`src/include/quad_bram_ctrl_defines.svh`:
```
`ifndef QUAD_BRAM_CTRL_DEFINES_SVH
`define QUAD_BRAM_CTRL_DEFINES_SVH

// Words per BRAM
`define BRAM_DEPTH          1024
// Row and column counters span half a BRAM
`define COORD_W             9
// Compute engines along the execute chain
`define NUM_CE              8

// Sequence reads issued for every output pixel
`define SEQ_READS_PER_PIX   5
`define SEQ_ADDR_W          12

// Read strobe to first execute stage without the chain input register
`define CE_START_DELAY      2
// Extra enable cycles for the sequence BRAM read latency
`define SEQ_RDEN_HOLD       3
// Input rows loaded before the first output row
`define PRIME_ROWS          4

`endif

```
`src/verilog/ctrl_state_pkg.sv`:
```
package ctrl_state_pkg;

    // Sequencer states, one-hot
    typedef enum logic [4:0] {
        ST_IDLE          = 5'b00001,
        ST_PRIME_BUFFER  = 5'b00010,
        ST_WAIT_PFB_LOAD = 5'b00100,
        ST_ACTIVE        = 5'b01000,
        ST_JOB_DONE      = 5'b10000
    } ctrl_state_e;

endpackage

```
`src/verilog/ctrl_types_pkg.sv`:
```
package ctrl_types_pkg;

    `include "quad_bram_ctrl_defines.svh"

    ////////////////////////////////////////////////////////////
    // Datapath vector types
    ////////////////////////////////////////////////////////////

    // Input or output row / column index
    typedef logic [`COORD_W-1:0] coord_t;

    // Sequence BRAM address
    // Also the per-row sequence length
    typedef logic [`SEQ_ADDR_W-1:0] seq_addr_t;

    // Prefetch buffer words still to read
    // One bit wider than a column index to hold cols + 1
    typedef logic [`COORD_W:0] pfb_count_t;

    // One execute bit per compute engine
    typedef logic [`NUM_CE-1:0] ce_vec_t;

endpackage

```
`src/verilog/job_config_regs.sv`:
```
`timescale 1ns/1ps

`include "quad_bram_ctrl_defines.svh"

module job_config_regs
    import ctrl_types_pkg::*;
(
    input  logic      clk,
    input  logic      rst,
    input  logic      cfg_load,
    input  coord_t    num_input_cols,
    input  coord_t    num_input_rows,
    output coord_t    cfg_cols,
    output coord_t    cfg_rows,
    output seq_addr_t seq_row_len
);

    // Geometry is captured once on accept
    // Host may change the inputs for the rest of the job
    always_ff @(posedge clk) begin
        if (rst) begin
            cfg_cols    <= '0;
            cfg_rows    <= '0;
            seq_row_len <= '0;
        end else if (cfg_load) begin
            cfg_cols <= num_input_cols;
            cfg_rows <= num_input_rows;
            // Reads per output row
            // cols is the last index so the row holds cols + 1 pixels
            seq_row_len <= seq_addr_t'((num_input_cols + 1) * `SEQ_READS_PER_PIX);
        end
    end

endmodule

```
`src/verilog/job_sequencer.sv`:
```
`timescale 1ns/1ps

`include "quad_bram_ctrl_defines.svh"

module job_sequencer
    import ctrl_types_pkg::*;
    import ctrl_state_pkg::*;
(
    input  logic        clk,
    input  logic        rst,
    input  logic        job_start,
    output logic        job_accept,
    output logic        job_fetch_request,
    input  logic        job_fetch_ack,
    input  logic        job_fetch_complete,
    output logic        job_complete,
    input  logic        job_complete_ack,
    input  logic        fetch_in_progress,
    input  pfb_count_t  pfb_count,
    input  coord_t      input_row,
    input  coord_t      output_row,
    input  coord_t      cfg_rows,
    input  logic        row_drained,
    output logic        cfg_load,
    output logic        fetch_done,
    output logic        prime_en,
    output logic        active_en,
    output logic        row_start,
    output ctrl_state_e state
);

    ctrl_state_e return_state;
    logic        fetch_acked;
    // output_row keeps counting across jobs
    coord_t      row_base;

    ////////////////////////////////////////////////////////////
    // Decodes toward the datapath
    ////////////////////////////////////////////////////////////

    // Geometry latches on the accepting edge
    assign cfg_load   = (state == ST_IDLE) && job_start;
    // Only a complete that follows an ack counts
    assign fetch_done = job_fetch_complete && fetch_in_progress;

    // Enables also cover a fetch wait of their own phase
    // so buffer positions hold while a row loads
    assign prime_en  = (state == ST_PRIME_BUFFER) ||
                       ((state == ST_WAIT_PFB_LOAD) && (return_state == ST_PRIME_BUFFER));
    assign active_en = (state == ST_ACTIVE) ||
                       ((state == ST_WAIT_PFB_LOAD) && (return_state == ST_ACTIVE));

    ////////////////////////////////////////////////////////////
    // Controller FSM
    ////////////////////////////////////////////////////////////

    always_ff @(posedge clk) begin
        if (rst) begin
            state             <= ST_IDLE;
            return_state      <= ST_IDLE;
            job_accept        <= 1'b0;
            job_fetch_request <= 1'b0;
            fetch_acked       <= 1'b0;
            job_complete      <= 1'b0;
            row_start         <= 1'b0;
            row_base          <= '0;
        end else begin
            // Single-cycle strobes
            job_accept <= 1'b0;
            row_start  <= 1'b0;
            case (state)
                ST_IDLE: begin
                    if (job_start) begin
                        job_accept <= 1'b1;
                        row_base   <= output_row;
                        state      <= ST_PRIME_BUFFER;
                    end
                end
                ST_PRIME_BUFFER: begin
                    // Decide only once the loaded row is fully read
                    if (pfb_count == '0) begin
                        if (input_row == coord_t'(`PRIME_ROWS)) begin
                            row_start <= 1'b1;
                            state     <= ST_ACTIVE;
                        end else begin
                            return_state <= ST_PRIME_BUFFER;
                            state        <= ST_WAIT_PFB_LOAD;
                        end
                    end
                end
                ST_WAIT_PFB_LOAD: begin
                    // Request held until ack then dropped
                    // Never re-raised within the same fetch
                    if (job_fetch_ack) begin
                        job_fetch_request <= 1'b0;
                        fetch_acked       <= 1'b1;
                    end else if (!fetch_acked && !fetch_in_progress) begin
                        job_fetch_request <= 1'b1;
                    end
                    if (fetch_done) begin
                        fetch_acked <= 1'b0;
                        state       <= return_state;
                        // Row start deferred until the new row has landed
                        if (return_state == ST_ACTIVE) begin
                            row_start <= 1'b1;
                        end
                    end
                end
                ST_ACTIVE: begin
                    if (row_drained) begin
                        if (coord_t'(output_row - row_base) == coord_t'(cfg_rows + 1)) begin
                            job_complete <= 1'b1;
                            state        <= ST_JOB_DONE;
                        end else if (input_row != coord_t'(cfg_rows + 1)) begin
                            // Input rows left to bring in
                            return_state <= ST_ACTIVE;
                            state        <= ST_WAIT_PFB_LOAD;
                        end else begin
                            row_start <= 1'b1;
                        end
                    end
                end
                ST_JOB_DONE: begin
                    // Complete held until the host acks
                    if (job_complete_ack) begin
                        job_complete <= 1'b0;
                        state        <= ST_IDLE;
                    end
                end
                default: begin
                    state <= ST_IDLE;
                end
            endcase
        end
    end

endmodule

```
`src/verilog/pix_seq_reader.sv`:
```
`timescale 1ns/1ps

`include "quad_bram_ctrl_defines.svh"

module pix_seq_reader
    import ctrl_types_pkg::*;
(
    input  logic      clk,
    input  logic      rst,
    input  logic      row_start,
    input  seq_addr_t seq_row_len,
    input  coord_t    cfg_cols,
    output logic      pix_seq_bram_rden,
    output seq_addr_t pix_seq_bram_rdaddr,
    output ce_vec_t   ce_execute,
    output coord_t    output_row,
    output logic      row_drained
);

    seq_addr_t                     rd_left;
    logic                          rd_strobe;
    logic [2:0]                    cyc_cnt;
    logic                          pix_done;
    coord_t                        output_col;
    logic [`CE_START_DELAY-1:0]    start_sr;
    logic [`SEQ_RDEN_HOLD-1:0]     hold_sr;

    // Internal strobe while reads of the row remain
    assign rd_strobe = (rd_left != '0);
    assign pix_done  = rd_strobe && (cyc_cnt == 3'(`SEQ_READS_PER_PIX - 1));

    // Enable tail covers BRAM read latency
    assign pix_seq_bram_rden = rd_strobe || (|hold_sr);

    // Nothing pending from issue down to the last engine
    assign row_drained = !row_start && !rd_strobe && (start_sr == '0) && (ce_execute == '0);

    ////////////////////////////////////////////////////////////
    // Read issue
    ////////////////////////////////////////////////////////////

    always_ff @(posedge clk) begin
        if (rst) begin
            rd_left             <= '0;
            pix_seq_bram_rdaddr <= '0;
        end else begin
            if (row_start) begin
                rd_left <= seq_row_len;
            end else if (rd_strobe) begin
                rd_left <= rd_left - seq_addr_t'(1);
            end
            // Address wraps at the end of every row
            if (rd_strobe) begin
                if (pix_seq_bram_rdaddr == seq_row_len - seq_addr_t'(1)) begin
                    pix_seq_bram_rdaddr <= '0;
                end else begin
                    pix_seq_bram_rdaddr <= pix_seq_bram_rdaddr + seq_addr_t'(1);
                end
            end
        end
    end

    // Cycle counter then output column then output row
    always_ff @(posedge clk) begin
        if (rst) begin
            cyc_cnt    <= '0;
            output_col <= '0;
            output_row <= '0;
        end else begin
            if (pix_done) begin
                cyc_cnt <= '0;
            end else if (rd_strobe) begin
                cyc_cnt <= cyc_cnt + 3'd1;
            end
            if (pix_done) begin
                if (output_col == cfg_cols) begin
                    output_col <= '0;
                    output_row <= output_row + coord_t'(1);
                end else begin
                    output_col <= output_col + coord_t'(1);
                end
            end
        end
    end

    ////////////////////////////////////////////////////////////
    // Enable tail and execute chain
    ////////////////////////////////////////////////////////////

    // Strobe reaches ce_execute[0] three cycles later
    always_ff @(posedge clk) begin
        if (rst) begin
            hold_sr    <= '0;
            start_sr   <= '0;
            ce_execute <= '0;
        end else begin
            hold_sr    <= {hold_sr[`SEQ_RDEN_HOLD-2:0], rd_strobe};
            start_sr   <= {start_sr[`CE_START_DELAY-2:0], rd_strobe};
            // One engine further per cycle
            ce_execute <= {ce_execute[`NUM_CE-2:0], start_sr[`CE_START_DELAY-1]};
        end
    end

endmodule

```
`src/verilog/prefetch_reader.sv`:
```
`timescale 1ns/1ps

module prefetch_reader
    import ctrl_types_pkg::*;
(
    input  logic       clk,
    input  logic       rst,
    input  logic       job_fetch_ack,
    input  logic       job_fetch_complete,
    input  logic       fetch_done,
    output logic       fetch_in_progress,
    input  logic       prime_en,
    input  logic       active_en,
    input  coord_t     cfg_cols,
    output pfb_count_t pfb_count,
    output logic       pfb_rden,
    output coord_t     input_row,
    output coord_t     input_col
);

    logic rd_en;

    // Any job phase that drains the buffer
    assign rd_en    = prime_en || active_en;
    // One word per cycle while data remains
    assign pfb_rden = rd_en && (pfb_count != '0);

    ////////////////////////////////////////////////////////////
    // Fetch tracking
    ////////////////////////////////////////////////////////////

    always_ff @(posedge clk) begin
        if (rst) begin
            fetch_in_progress <= 1'b0;
        end else begin
            if (job_fetch_ack) begin
                fetch_in_progress <= 1'b1;
            end
            // Complete wins
            if (job_fetch_complete) begin
                fetch_in_progress <= 1'b0;
            end
        end
    end

    // Buffer holds one input row of cols + 1 words
    always_ff @(posedge clk) begin
        if (rst) begin
            pfb_count <= '0;
        end else if (fetch_done) begin
            pfb_count <= pfb_count_t'(cfg_cols) + pfb_count_t'(1);
        end else if (pfb_rden) begin
            pfb_count <= pfb_count - pfb_count_t'(1);
        end else if (!rd_en) begin
            pfb_count <= '0;
        end
    end

    ////////////////////////////////////////////////////////////
    // Input position
    ////////////////////////////////////////////////////////////

    always_ff @(posedge clk) begin
        if (rst) begin
            input_row <= '0;
            input_col <= '0;
        end else if (!rd_en) begin
            // Outside a job both positions rest at zero
            input_row <= '0;
            input_col <= '0;
        end else if (pfb_rden) begin
            if (input_col == cfg_cols) begin
                input_col <= '0;
                input_row <= input_row + coord_t'(1);
            end else begin
                input_col <= input_col + coord_t'(1);
            end
        end
    end

endmodule

```
`src/verilog/quad_bram_ctrl.sv`:
```
`timescale 1ns/1ps

module quad_bram_ctrl
    import ctrl_types_pkg::*;
    import ctrl_state_pkg::*;
(
    input  logic        clk,
    input  logic        rst,
    input  coord_t      num_input_cols,
    input  coord_t      num_input_rows,
    input  logic        job_start,
    output logic        job_accept,
    output logic        job_fetch_request,
    input  logic        job_fetch_ack,
    input  logic        job_fetch_complete,
    output logic        job_complete,
    input  logic        job_complete_ack,
    output ctrl_state_e state,
    output coord_t      input_row,
    output coord_t      input_col,
    output logic        pfb_rden,
    output logic        pix_seq_bram_rden,
    output seq_addr_t   pix_seq_bram_rdaddr,
    output ce_vec_t     ce_execute
);

    // Job geometry
    logic       cfg_load;
    coord_t     cfg_cols;
    coord_t     cfg_rows;
    seq_addr_t  seq_row_len;

    // Sequencer to buffer side
    logic       fetch_in_progress;
    logic       fetch_done;
    logic       prime_en;
    logic       active_en;
    pfb_count_t pfb_count;

    // Sequencer to pixel side
    logic       row_start;
    logic       row_drained;
    coord_t     output_row;

    job_config_regs i0_job_config_regs (
        .clk            (clk),
        .rst            (rst),
        .cfg_load       (cfg_load),
        .num_input_cols (num_input_cols),
        .num_input_rows (num_input_rows),
        .cfg_cols       (cfg_cols),
        .cfg_rows       (cfg_rows),
        .seq_row_len    (seq_row_len)
    );

    job_sequencer i0_job_sequencer (
        .clk                (clk),
        .rst                (rst),
        .job_start          (job_start),
        .job_accept         (job_accept),
        .job_fetch_request  (job_fetch_request),
        .job_fetch_ack      (job_fetch_ack),
        .job_fetch_complete (job_fetch_complete),
        .job_complete       (job_complete),
        .job_complete_ack   (job_complete_ack),
        .fetch_in_progress  (fetch_in_progress),
        .pfb_count          (pfb_count),
        .input_row          (input_row),
        .output_row         (output_row),
        .cfg_rows           (cfg_rows),
        .row_drained        (row_drained),
        .cfg_load           (cfg_load),
        .fetch_done         (fetch_done),
        .prime_en           (prime_en),
        .active_en          (active_en),
        .row_start          (row_start),
        .state              (state)
    );

    prefetch_reader i0_prefetch_reader (
        .clk                (clk),
        .rst                (rst),
        .job_fetch_ack      (job_fetch_ack),
        .job_fetch_complete (job_fetch_complete),
        .fetch_done         (fetch_done),
        .fetch_in_progress  (fetch_in_progress),
        .prime_en           (prime_en),
        .active_en          (active_en),
        .cfg_cols           (cfg_cols),
        .pfb_count          (pfb_count),
        .pfb_rden           (pfb_rden),
        .input_row          (input_row),
        .input_col          (input_col)
    );

    pix_seq_reader i0_pix_seq_reader (
        .clk                 (clk),
        .rst                 (rst),
        .row_start           (row_start),
        .seq_row_len         (seq_row_len),
        .cfg_cols            (cfg_cols),
        .pix_seq_bram_rden   (pix_seq_bram_rden),
        .pix_seq_bram_rdaddr (pix_seq_bram_rdaddr),
        .ce_execute          (ce_execute),
        .output_row          (output_row),
        .row_drained         (row_drained)
    );

endmodule
```
`config.mk`:
```
export PLATFORM = sky130hd
export DESIGN_NAME = quad_bram_ctrl
export DESIGN_NICKNAME = d
export VERILOG_FILES = /design/src/verilog/ctrl_state_pkg.sv /design/src/verilog/ctrl_types_pkg.sv /design/src/verilog/job_config_regs.sv /design/src/verilog/job_sequencer.sv /design/src/verilog/pix_seq_reader.sv /design/src/verilog/prefetch_reader.sv /design/src/verilog/quad_bram_ctrl.sv
export VERILOG_INCLUDE_DIRS = /design/src /design/src/include
export SDC_FILE = /design/constraint.sdc
export NUM_CORES = 1
export LEC_CHECK = 0
export BUFFER_PORTS_ARGS = -buffer_cell sky130_fd_sc_hd__buf_2
export CAP_MARGIN = 10
export CORE_UTILIZATION = 60
export DETAILED_ROUTE_END_ITERATION = 6
export HOLD_SLACK_MARGIN = 0.15
export PLACE_DENSITY = 0.88
export SYNTH_ARGS = -nofsm -noshare
export SYNTH_HDL_FRONTEND = slang
export SYNTH_SLANG_ARGS = --single-unit
```
`constraint.sdc`:
```
create_clock -name clk -period 6 [get_ports clk]
set_input_delay 0.9 -clock clk [delete_from_list [all_inputs] [get_ports clk]]
set_output_delay 0.9 -clock clk [all_outputs]
set_load 0.02 [all_outputs]
```
==> impl_metrics.yaml, run 1 <==
run_status:
  status: "completed"
power:
  power.density_mw_per_mm2: 376.6
  peakVddDrop_uv: 321.2
  leakagePower_nw: 3.734
global_routing:
  track_usage_pct: 26.83
  grt_pass1_vias: 6631
  grt_max_degree: 96
  antenna_found_initial: 0
  grt_overflow: 0
  grt_pass1_wl_um: 30560
synthesis:
  yosysSeqAreaShare_pct: 34.12
  synth_nets: 1055
  synth-simple-area-share_pct: 26.08
  synth_area_leaders: "dfxtp_1 (34%), xor2_1 (7.9%), xnor2_1 (6.6%)"
  ys_ff_latch: 136
  synth_top_family_by_area: "simple AND/OR/NAND/NOR gates"
  synth_mux_area_share_pct: 1.145
  async_reset_ff_share_pct: 0
  synth_edf_count: 0
  synth_xor_area_share_pct: 15.34
  synth_compound_area_share_pct: 12.00
  post_synth.cell_area_avg_um2: 8.059
  synthAdderAreaFrac_pct: 6.618
  syn_area_mm2: 0.007979
  synth_cells: 990
  ys_types: 76
  yosys.area.top_type: "dfxtp_1"
  synthFlopType: "dfxtp_1"
  yosysWarnings: 0
  synth_top_area_share_pct: 34.12
cells_and_area:
  layout_common_cells: "dfxtp_1 (136), nand2_1 (129), nor2_1 (123)"
  drive_gt1_share_pct: 12.67
  multiInputGateArea_mm2: 0.004881
  final_util_pct: 70.40
  regArea_mm2: 0.002723
  fill_cells: 998
  mostFrequentLayoutCell: "dfxtp_1"
  nets: 1102
  finalInstanceArea_mm2: 0.008992
  antenna_cells: 0
  area_delta_synth_final_pct: 12.70
sta:
  clock.fmax_mhz: 265.1
  skew_ns: 0.008920
  maxSlewHeadroom_pct: 32.92
  finalHoldViolations: 0
  final-setup-viol-count: 0
  finalSetupTns_ns: 0
  fin_crit_sh_pct: 62.88
  period_minus_slack_ns: 3.773
  slew_viol_final: 0
  rsz0062_at_grt: "no"
  worst_slew_pin_slew_ns: 1.006
placement:
  place_area_mm2: 0.008343
  hpwl_um: 12570
  globalplace.congestion: 0.8621
  io_buffers: 71
clocking:
  cts_hold_buf: 0
  post_cts_buffers: 0
  cts-root-buf: "clkbuf_16"
  cts_tree: "yes"
  clkTransAtPathRegs_ns: 0.06
  htree_levels: 4
  postCtsResizedCells: 0
  cts_buffers: 17
  clock-sinks: 136
  clock_path_buffers: 2
  clkLatencyLatePin_ns: 0.43
floorplanning:
  die_w_um: 117.3
  core_mm2: 0.01277
  die_h_um: 117.3
  fp.dieArea_mm2: 0.01376
  start_util_pct: 62.46
  row_count: 41
  ioPinCount: 72
setup_path:
  critical_path_class: "reg2out"
  cp-end-kind: "output pin"
  worstPathMaxFanout: 12
  start_kind: "register"
  reg2reg_depth: 10
  required_ns: 5.10
  crit_arrival_ns: 2.87
drt:
  wl_per_cell_um: 14.86
  totalWireLength_um: 18160
  ant_nets: 0
  first_pass_iters: 5
  post-route-drc-count: 0
  drtIter0Drc: 535
  via_per_inst: 5.777
  vias: 7059
worst_hold_path:
  hold_depth: 1
  hp-class: "reg2reg"
flow_run:
  max_cap_violations: 0
[report_power, final]
group	switching [mW]	total [mW]	internal, mW
Sequential	0.170	1.19	1.02
Combinational	0.609	1.05	0.444
Clock	0.410	1.15	0.738
[per-layer routing]
| metal | up-vias | share of wire (%) | global-route usage (%) |
|---|---|---|---|
| met3 | 26 | 4.3 | 5.593 |
| met1 | 3349 | 45 | 33.66 |
| met5 | - | 0 | 0 |
| li1 | 3494 | - | - |
| met4 | 0 | 1.5 | 9.334 |
| met2 | 190 | 49 | 45.38 |
[state kept, by name, indices dropped and copies added, names as in the netlist, 10 cells and up]
name and count:
i0_pix_seq_reader.pix_seq_bram_rdaddr 12, i0_pix_seq_reader.rd_left 12, i0_prefetch_reader.pfb_count 10, i0_job_config_regs.seq_row_len 12
[layout make-up]
class | count | area share [%]
clock buffers | 17 | 4.731
clock inverters | 15 | 2.491
inverters | 37 | 1.544
multi-input cells | 770 | 54.28
flip-flops and latches | 136 | 30.28
well taps | 172 | 2.393
repair buffers | 75 | 4.286
[synthesized netlist by cell type, drive strengths merged (17+ instances only)]
cell type and number:
a21oi 84, and3 19, clkbuf 37, dfxtp 136, ha 39, inv 37
nand2 130, nand3 30, nand4 24, nor2 123, nor2b 17, nor3 23
nor4 18, o21ai 19, xnor2 60, xor2 72
[worst max-delay path, stage by stage (launching register included)]
cell and delay [ns]:
dfxtp_1 0.32, inv_1 0.09, ha_1 0.19, or3b_4 0.40, or4b_4 0.53, o21ai_1 0.32
inv_1 0.34, buf_2 0.25
[stage by stage]
stage	total power [mW]	cells	hold slack [ns]	worst slack, ns
floorplan	2.012	990	0.4307	2.842
global placement	2.188	1190	0.4348	2.528
detailed placement	2.228	1190	0.4489	2.398
CTS	3.381	1222	0.4593	2.265
global route	3.578	1222	0.4723	2.075
finish	3.386	1222	0.4559	2.227
[logic make-up (layout without fill, tap and decap cells)]
kind of cell	Yosys count	after routing
DFF	136	136
buffers and inverters	84	144
and+or+nand+nor	429	429
AOI/OAI and AO/OA	156	156
adders and majority gates	41	41
muxes	9	9
xor gates and xnor gates	135	135
[final timing paths]
kind                                                 startpoint                            to  slack (ns)
worst max-delay path            i0_prefetch_reader.pfb_count[0]                      pfb_rden        2.23
worst min-delay path               i0_pix_seq_reader.hold_sr[0]  i0_pix_seq_reader.hold_sr[1]        0.46
worst max register to register  i0_pix_seq_reader.output_row[0]     i0_job_sequencer.state[3]        2.91
worst min register to register     i0_pix_seq_reader.hold_sr[0]  i0_pix_seq_reader.hold_sr[1]        0.46
Power figures use the tool's default switching activity.
==> run 2, diff against run 1 <==
Settings changed: CORE_UTILIZATION 60 to 54, PLACE_DENSITY 0.88 to 0.84.
Clock period 6 ns to 3.2 ns, I/O delays scaled along.
==> run 2 against run 1 <==
Register-to-register slack worse by 2.6 ns. Flip-flop and latch count unchanged. First-iteration DRC count rose by 4.3%. Wire length up 1.3%. Sequential share of layout area shrank 0.13 points. Sequential power grew 86%. Die area up 11%. Global-route usage down 1.9 points. Non-clock buffer count grew 7. Clock-buffer cell count increased by 1. Clock power up 77%. Via count rose by 1.3%.
==> impl_metrics.yaml, run 2 (same netlist as run 1, synthesis figures left out) <==
setup_path:
  cp-end-kind: "output pin"
  cp_cell_sequence: "inv_1 -> ha_1 -> or3b_4 -> or4b_4 -> o21ai_1 -> inv_1 -> buf_2"
  critical_path_class: "reg2out"
  path_common_cell: "inv_1"
  worst_path_max_delay_cell: "or4b_4"
  crit_arrival_ns: 2.55
  worstPathMaxFanout: 12
  cpPeakStageDelay_ns: 0.54
  start_kind: "register"
  required_ns: 2.72
drt:
  ant_nets: 0
  wl_per_cell_um: 14.83
  via_per_inst: 5.763
  first_pass_iters: 5
  totalWireLength_um: 18400
  vias: 7152
  post-route-drc-count: 0
  drtIter0Drc: 558
sta:
  rsz0062_at_grt: "no"
  maxSlewHeadroom_pct: 53.62
  skew_ns: 0.01340
  clock.fmax_mhz: 329.5
  period_minus_slack_ns: 3.035
  final-setup-viol-count: 0
  finalHoldViolations: 0
  whs_ns: 0.2329
  worst_slew_pin_slew_ns: 0.6894
  slew_viol_final: 0
  finalSetupTns_ns: 0
  fin_crit_sh_pct: 94.83
clocking:
  cts_hold_buf: 0
  cts_buffers: 17
  clock-sinks: 136
  htree_levels: 4
  cts-root-buf: "clkbuf_16"
  clock_path_buffers: 2
  cts_tree: "yes"
  clkTransAtPathRegs_ns: 0.06
  post_cts_buffers: 0
  clkLatencyLatePin_ns: 0.44
  postCtsResizedCells: 0
cells_and_area:
  layout_common_cells: "dfxtp_1 (136), nand2_1 (129), nor2_1 (123)"
  mostFrequentLayoutCell: "dfxtp_1"
  fill_cells: 1222
  top_regs: "i0_job_config_regs.seq_row_len x12, i0_pix_seq_reader.pix_seq_bram_rdaddr x12, i0_pix_seq_reader.rd_left x12"
  antenna_cells: 0
  nets: 1109
  regArea_mm2: 0.002723
  multiInputGateArea_mm2: 0.004881
  area_delta_synth_final_pct: 13.20
  drive_gt1_share_pct: 13.25
global_routing:
  grt_pass1_wl_um: 29990
  grt_pass1_vias: 6523
  grt_overflow: 0
  grt_max_degree: 95
  track_usage_pct: 24.96
  antenna_found_initial: 0
power:
  power.density_mw_per_mm2: 693.1
  peakVddDrop_uv: 420.1
  leakagePower_nw: 3.749
  swShare_pct: 36.17
  clkPwrFrac_pct: 32.3
  netSwitchingPower_mw: 2.264
  power_mw: 6.260
  p_int_mw: 3.996
  pwr-share-comb_pct: 32.3
  power.share.sequential_pct: 35.3
floorplanning:
  die_w_um: 123.6
  ioPinCount: 72
  die_h_um: 123.6
  core_mm2: 0.01448
  fp.dieArea_mm2: 0.01527
  start_util_pct: 55.11
  row_count: 44
flow_run:
  max_cap_violations: 0
placement:
  io_buffers: 71
  globalplace.congestion: 0.8919
  hpwl_um: 12660
worst_hold_path:
  hp-class: "in2reg"
run_status:
  status: "completed"
-- run 2: cell count changes in the layout (fill, tap and decap cells not counted), sizes merged --
cell      previous run  this run
clkinvlp             2         4
buf                 75        82
clkbuf              17        18
bufinv               5         3
clkinv               6         4
inv                 39        40
-- run 2: final timing paths --
path | from | end | slack [ns] | cells past startpoint
setup / recovery | i0_prefetch_reader.pfb_count[0] | pfb_rden | 0.17 | 7
hold / removal | job_fetch_complete | i0_prefetch_reader.fetch_in_progress | 0.23 | 2
setup reg to reg | i0_pix_seq_reader.output_row[1] | i0_job_sequencer.state[3] | 0.28 | 9
hold reg to reg | i0_job_sequencer.row_base[6] | i0_job_sequencer.row_base[6] | 0.45 | 2
-- run 2: layout make-up --
class,instances,share of cell area [%]
Tap cell,184,2.549
Inverter,37,1.538
Timing Repair Buffer,82,4.987
Sequential cell,136,30.14
Clock buffer,18,4.862
Multi-Input combinational cell,770,54.04
Clock inverter,14,1.884
-- run 2: metal layers --
metal | vias to the layer above | GRT usage, % | wire length, um
met2 | 262 | 40.50 | 8735
met4 | 0 | 10.84 | 433
met3 | 39 | 5.443 | 1249
met1 | 3338 | 31.78 | 7980
li1 | 3513 | - | -
met5 | - | 0 | 0
-- run 2: power by group through the flow --
stage | Combinational, mW | Sequential, mW | Clock [mW]
2_1_floorplan | 1.62 | 2.15 | 0
3_3_place_gp | 1.91 | 2.23 | 0
3_5_place_dp | 1.96 | 2.24 | 0
4_1_cts | 2.01 | 2.20 | 2.04
5_1_grt | 2.26 | 2.24 | 2.12
6_report | 2.02 | 2.21 | 2.03
-- run 2: metrics by stage --
| stage | worst slack (ns) | util [%] | cell area (um2) | std cells |
|---|---|---|---|---|
| floorplan | 0.4617 | - | 7979 | 990 |
| global placement | 0.1825 | 58.17 | 8423 | 1209 |
| detailed placement | 0.05053 | 58.17 | 8423 | 1209 |
| CTS | 0.1596 | 62.38 | 9032 | 1241 |
| global route | 0.06505 | 62.38 | 9032 | 1241 |
| finish | 0.1655 | 62.38 | 9032 | 1241 |
-- run 2: worst max-delay path, delay by kind of cell (launching register included) --
family | cells | cell delay, ns
and+or+nand+nor | 2 | 0.94
buffers and inverters | 3 | 0.54
DFF | 1 | 0.32
adders and majority gates | 1 | 0.19
AOI/OAI and AO/OA | 1 | 0.13
==> run 3, diff against run 2 <==
Settings changed: CORE_UTILIZATION 54 to 40, PLACE_DENSITY 0.84 to 0.68.
==> run 3 against run 2 <==
Hold slack improved by 0.0098 ns. Wire length rose by 0.51%. Final area rose by 1.1%. Non-clock buffer count rose by 1. Fmax fell by 2.4%. Flip-flop and latch count did not move. Critical path type unchanged. Critical endpoint unchanged. Largest cell class unchanged.
==> impl_metrics.yaml, run 3 (same netlist as run 1, synthesis figures left out) <==
run_status:
  status: "completed"
drt:
  drtIter0Drc: 378
  first_pass_iters: 5
  vias: 6883
  via_per_inst: 5.207
  wl_per_cell_um: 13.99
  totalWireLength_um: 18490
  ant_nets: 0
  top_layer: "met4"
  wl_met1_um: 9286
  post-route-drc-count: 0
  wl_met3_um: 727
  dr_wl_met2_um: 8219
setup_path:
  critical_path_class: "reg2out"
  crit_end: "pfb_rden"
  r2r_setup_slack_ns: 0.24
  cp-end-kind: "output pin"
  r2r-start: "i0_pix_seq_reader.output_row[0]"
  start_kind: "register"
  worstPathMaxFanout: 12
  worstSetupStartpoint: "i0_prefetch_reader.pfb_count[0]"
  crit_arrival_ns: 2.63
  required_ns: 2.72
  regToRegEndpoint: "i0_job_sequencer.state[3]"
  reg2reg_depth: 10
sta:
  finalSetupTns_ns: 0
  skew_ns: 0.01359
  clock.fmax_mhz: 321.6
  worst_slew_pin_slew_ns: 0.6877
  rsz0062_at_grt: "no"
  finalHoldViolations: 0
  period_minus_slack_ns: 3.110
  setup_slack_ns: 0.09015
  fin_crit_sh_pct: 97.18
  maxSlewHeadroom_pct: 53.73
  final-setup-viol-count: 0
  slew_viol_final: 0
global_routing:
  grt_pass1_vias: 6125
  grt_overflow: 0
  antenna_found_initial: 0
  grt_pass1_wl_um: 30480
  track_usage_pct: 18.77
  grt_max_degree: 49
floorplanning:
  core_mm2: 0.01953
  row_count: 51
  ioPinCount: 72
  fp.dieArea_mm2: 0.02052
  die_h_um: 143.2
  die_w_um: 143.2
  start_util_pct: 40.86
clocking:
  htree_levels: 4
  cts_tree: "yes"
  cts_buffers: 17
  cts-root-buf: "clkbuf_16"
  cts_hold_buf: 0
  clkLatencyLatePin_ns: 0.43
  clock-sinks: 136
  clock_path_buffers: 2
  clkTransAtPathRegs_ns: 0.06
power:
  p_int_mw: 4.016
  pwr-share-comb_pct: 32.1
  swShare_pct: 35.49
  leakagePower_nw: 3.746
  clkPwrFrac_pct: 32.4
  netSwitchingPower_mw: 2.209
  peakVddDrop_uv: 430.8
  power.share.sequential_pct: 35.5
  power.density_mw_per_mm2: 681.8
cells_and_area:
  antenna_cells: 0
  top_regs: "i0_job_config_regs.seq_row_len x12, i0_pix_seq_reader.pix_seq_bram_rdaddr x12, i0_pix_seq_reader.rd_left x12"
  instances_no_fill: 1322
  nets: 1110
  area_delta_synth_final_pct: 14.44
  drive_gt1_share_pct: 13.34
  layout_common_cells: "dfxtp_1 (135), nand2_1 (129), nor2_1 (123)"
  fill_cells: 1959
  mostFrequentLayoutCell: "dfxtp_1"
worst_hold_path:
  hp-class: "in2reg"
placement:
  io_buffers: 71
  hpwl_um: 13130
  dpl.cell_count: 1291
  globalplace.congestion: 0.8527
  pre_cts_slack_ns: 0.1136
flow_run:
  max_cap_violations: 0
## run 3: changes by cell type in the layout (fill, tap and decap cells not counted), sizes merged
cell | previous run | this run
inv | 40 | 38
buf | 82 | 83
clkinv | 4 | 3
clkbuf | 18 | 20
## run 3: per-stage QoR
step	hold slack [ns]	instance area (um2)	utilization [%]	total power, mW
2_1_floorplan	0.4307	7979	-	3.773
3_3_place_gp	0.4385	8519	43.63	4.182
3_5_place_dp	0.4445	8519	43.63	4.220
4_1_cts	0.2239	9124	46.73	6.250
5_1_grt	0.2356	9131	46.76	6.632
6_report	0.2428	9131	46.76	6.226
## run 3: worst max-delay path: stages, from the launching register on
cell	delay, ns
dfxtp_1	0.33
inv_1	0.09
ha_1	0.20
or3b_4	0.41
or4b_4	0.54
o21ai_1	0.15
inv_1	0.25
buf_2	0.24
## run 3: cell type report
cell class                      count  area, um2  share of cell area [%]
Multi-Input combinational cell    770       4887                   53.52
Clock inverter                     11      147.6                   1.617
Timing Repair Buffer               83      445.4                   4.878
Inverter                           37      138.9                   1.521
Sequential cell                   136       2724                   29.83
Clock buffer                       20      456.7                   5.001
Tap cell                          265      331.6                   3.631
## run 3: what timing repair did
action | in CTS | in global routing
setup buffers | 0 | 0
gates resized for setup | 0 | 2
setup endpoints to repair | 0 | 1
endpoints found under the hold margin | 0 | 0
## run 3: metal layers
layer	global-route usage [%]	vias to the layer above
met5	0	-
met4	6.719	0
met1	26.11	3223
met2	28.73	122
met3	3.588	18
li1	-	3520
## run 3: how the worst min path moves through the flow
stage / startpoint / endpoint / depth (start not counted)
6_report: job_fetch_complete / i0_prefetch_reader.fetch_in_progress / 2
2_1_floorplan: i0_pix_seq_reader.hold_sr[1] / i0_pix_seq_reader.ce_execute[0] / 1
4_1_cts: job_fetch_complete / i0_prefetch_reader.fetch_in_progress / 2
5_1_grt: job_fetch_complete / i0_prefetch_reader.fetch_in_progress / 2
3_3_place_gp: i0_pix_seq_reader.hold_sr[1] / i0_pix_seq_reader.ce_execute[0] / 1
3_5_place_dp: i0_pix_seq_reader.hold_sr[1] / i0_pix_seq_reader.ce_execute[0] / 1
## run 3: power by group through the flow
stage	Combinational, mW	Sequential [mW]	Clock (mW)
6_report	2.00	2.21	2.02
5_1_grt	2.25	2.25	2.13
4_1_cts	2.00	2.20	2.05
3_5_place_dp	1.98	2.24	0
3_3_place_gp	1.95	2.23	0
2_1_floorplan	1.62	2.15	0
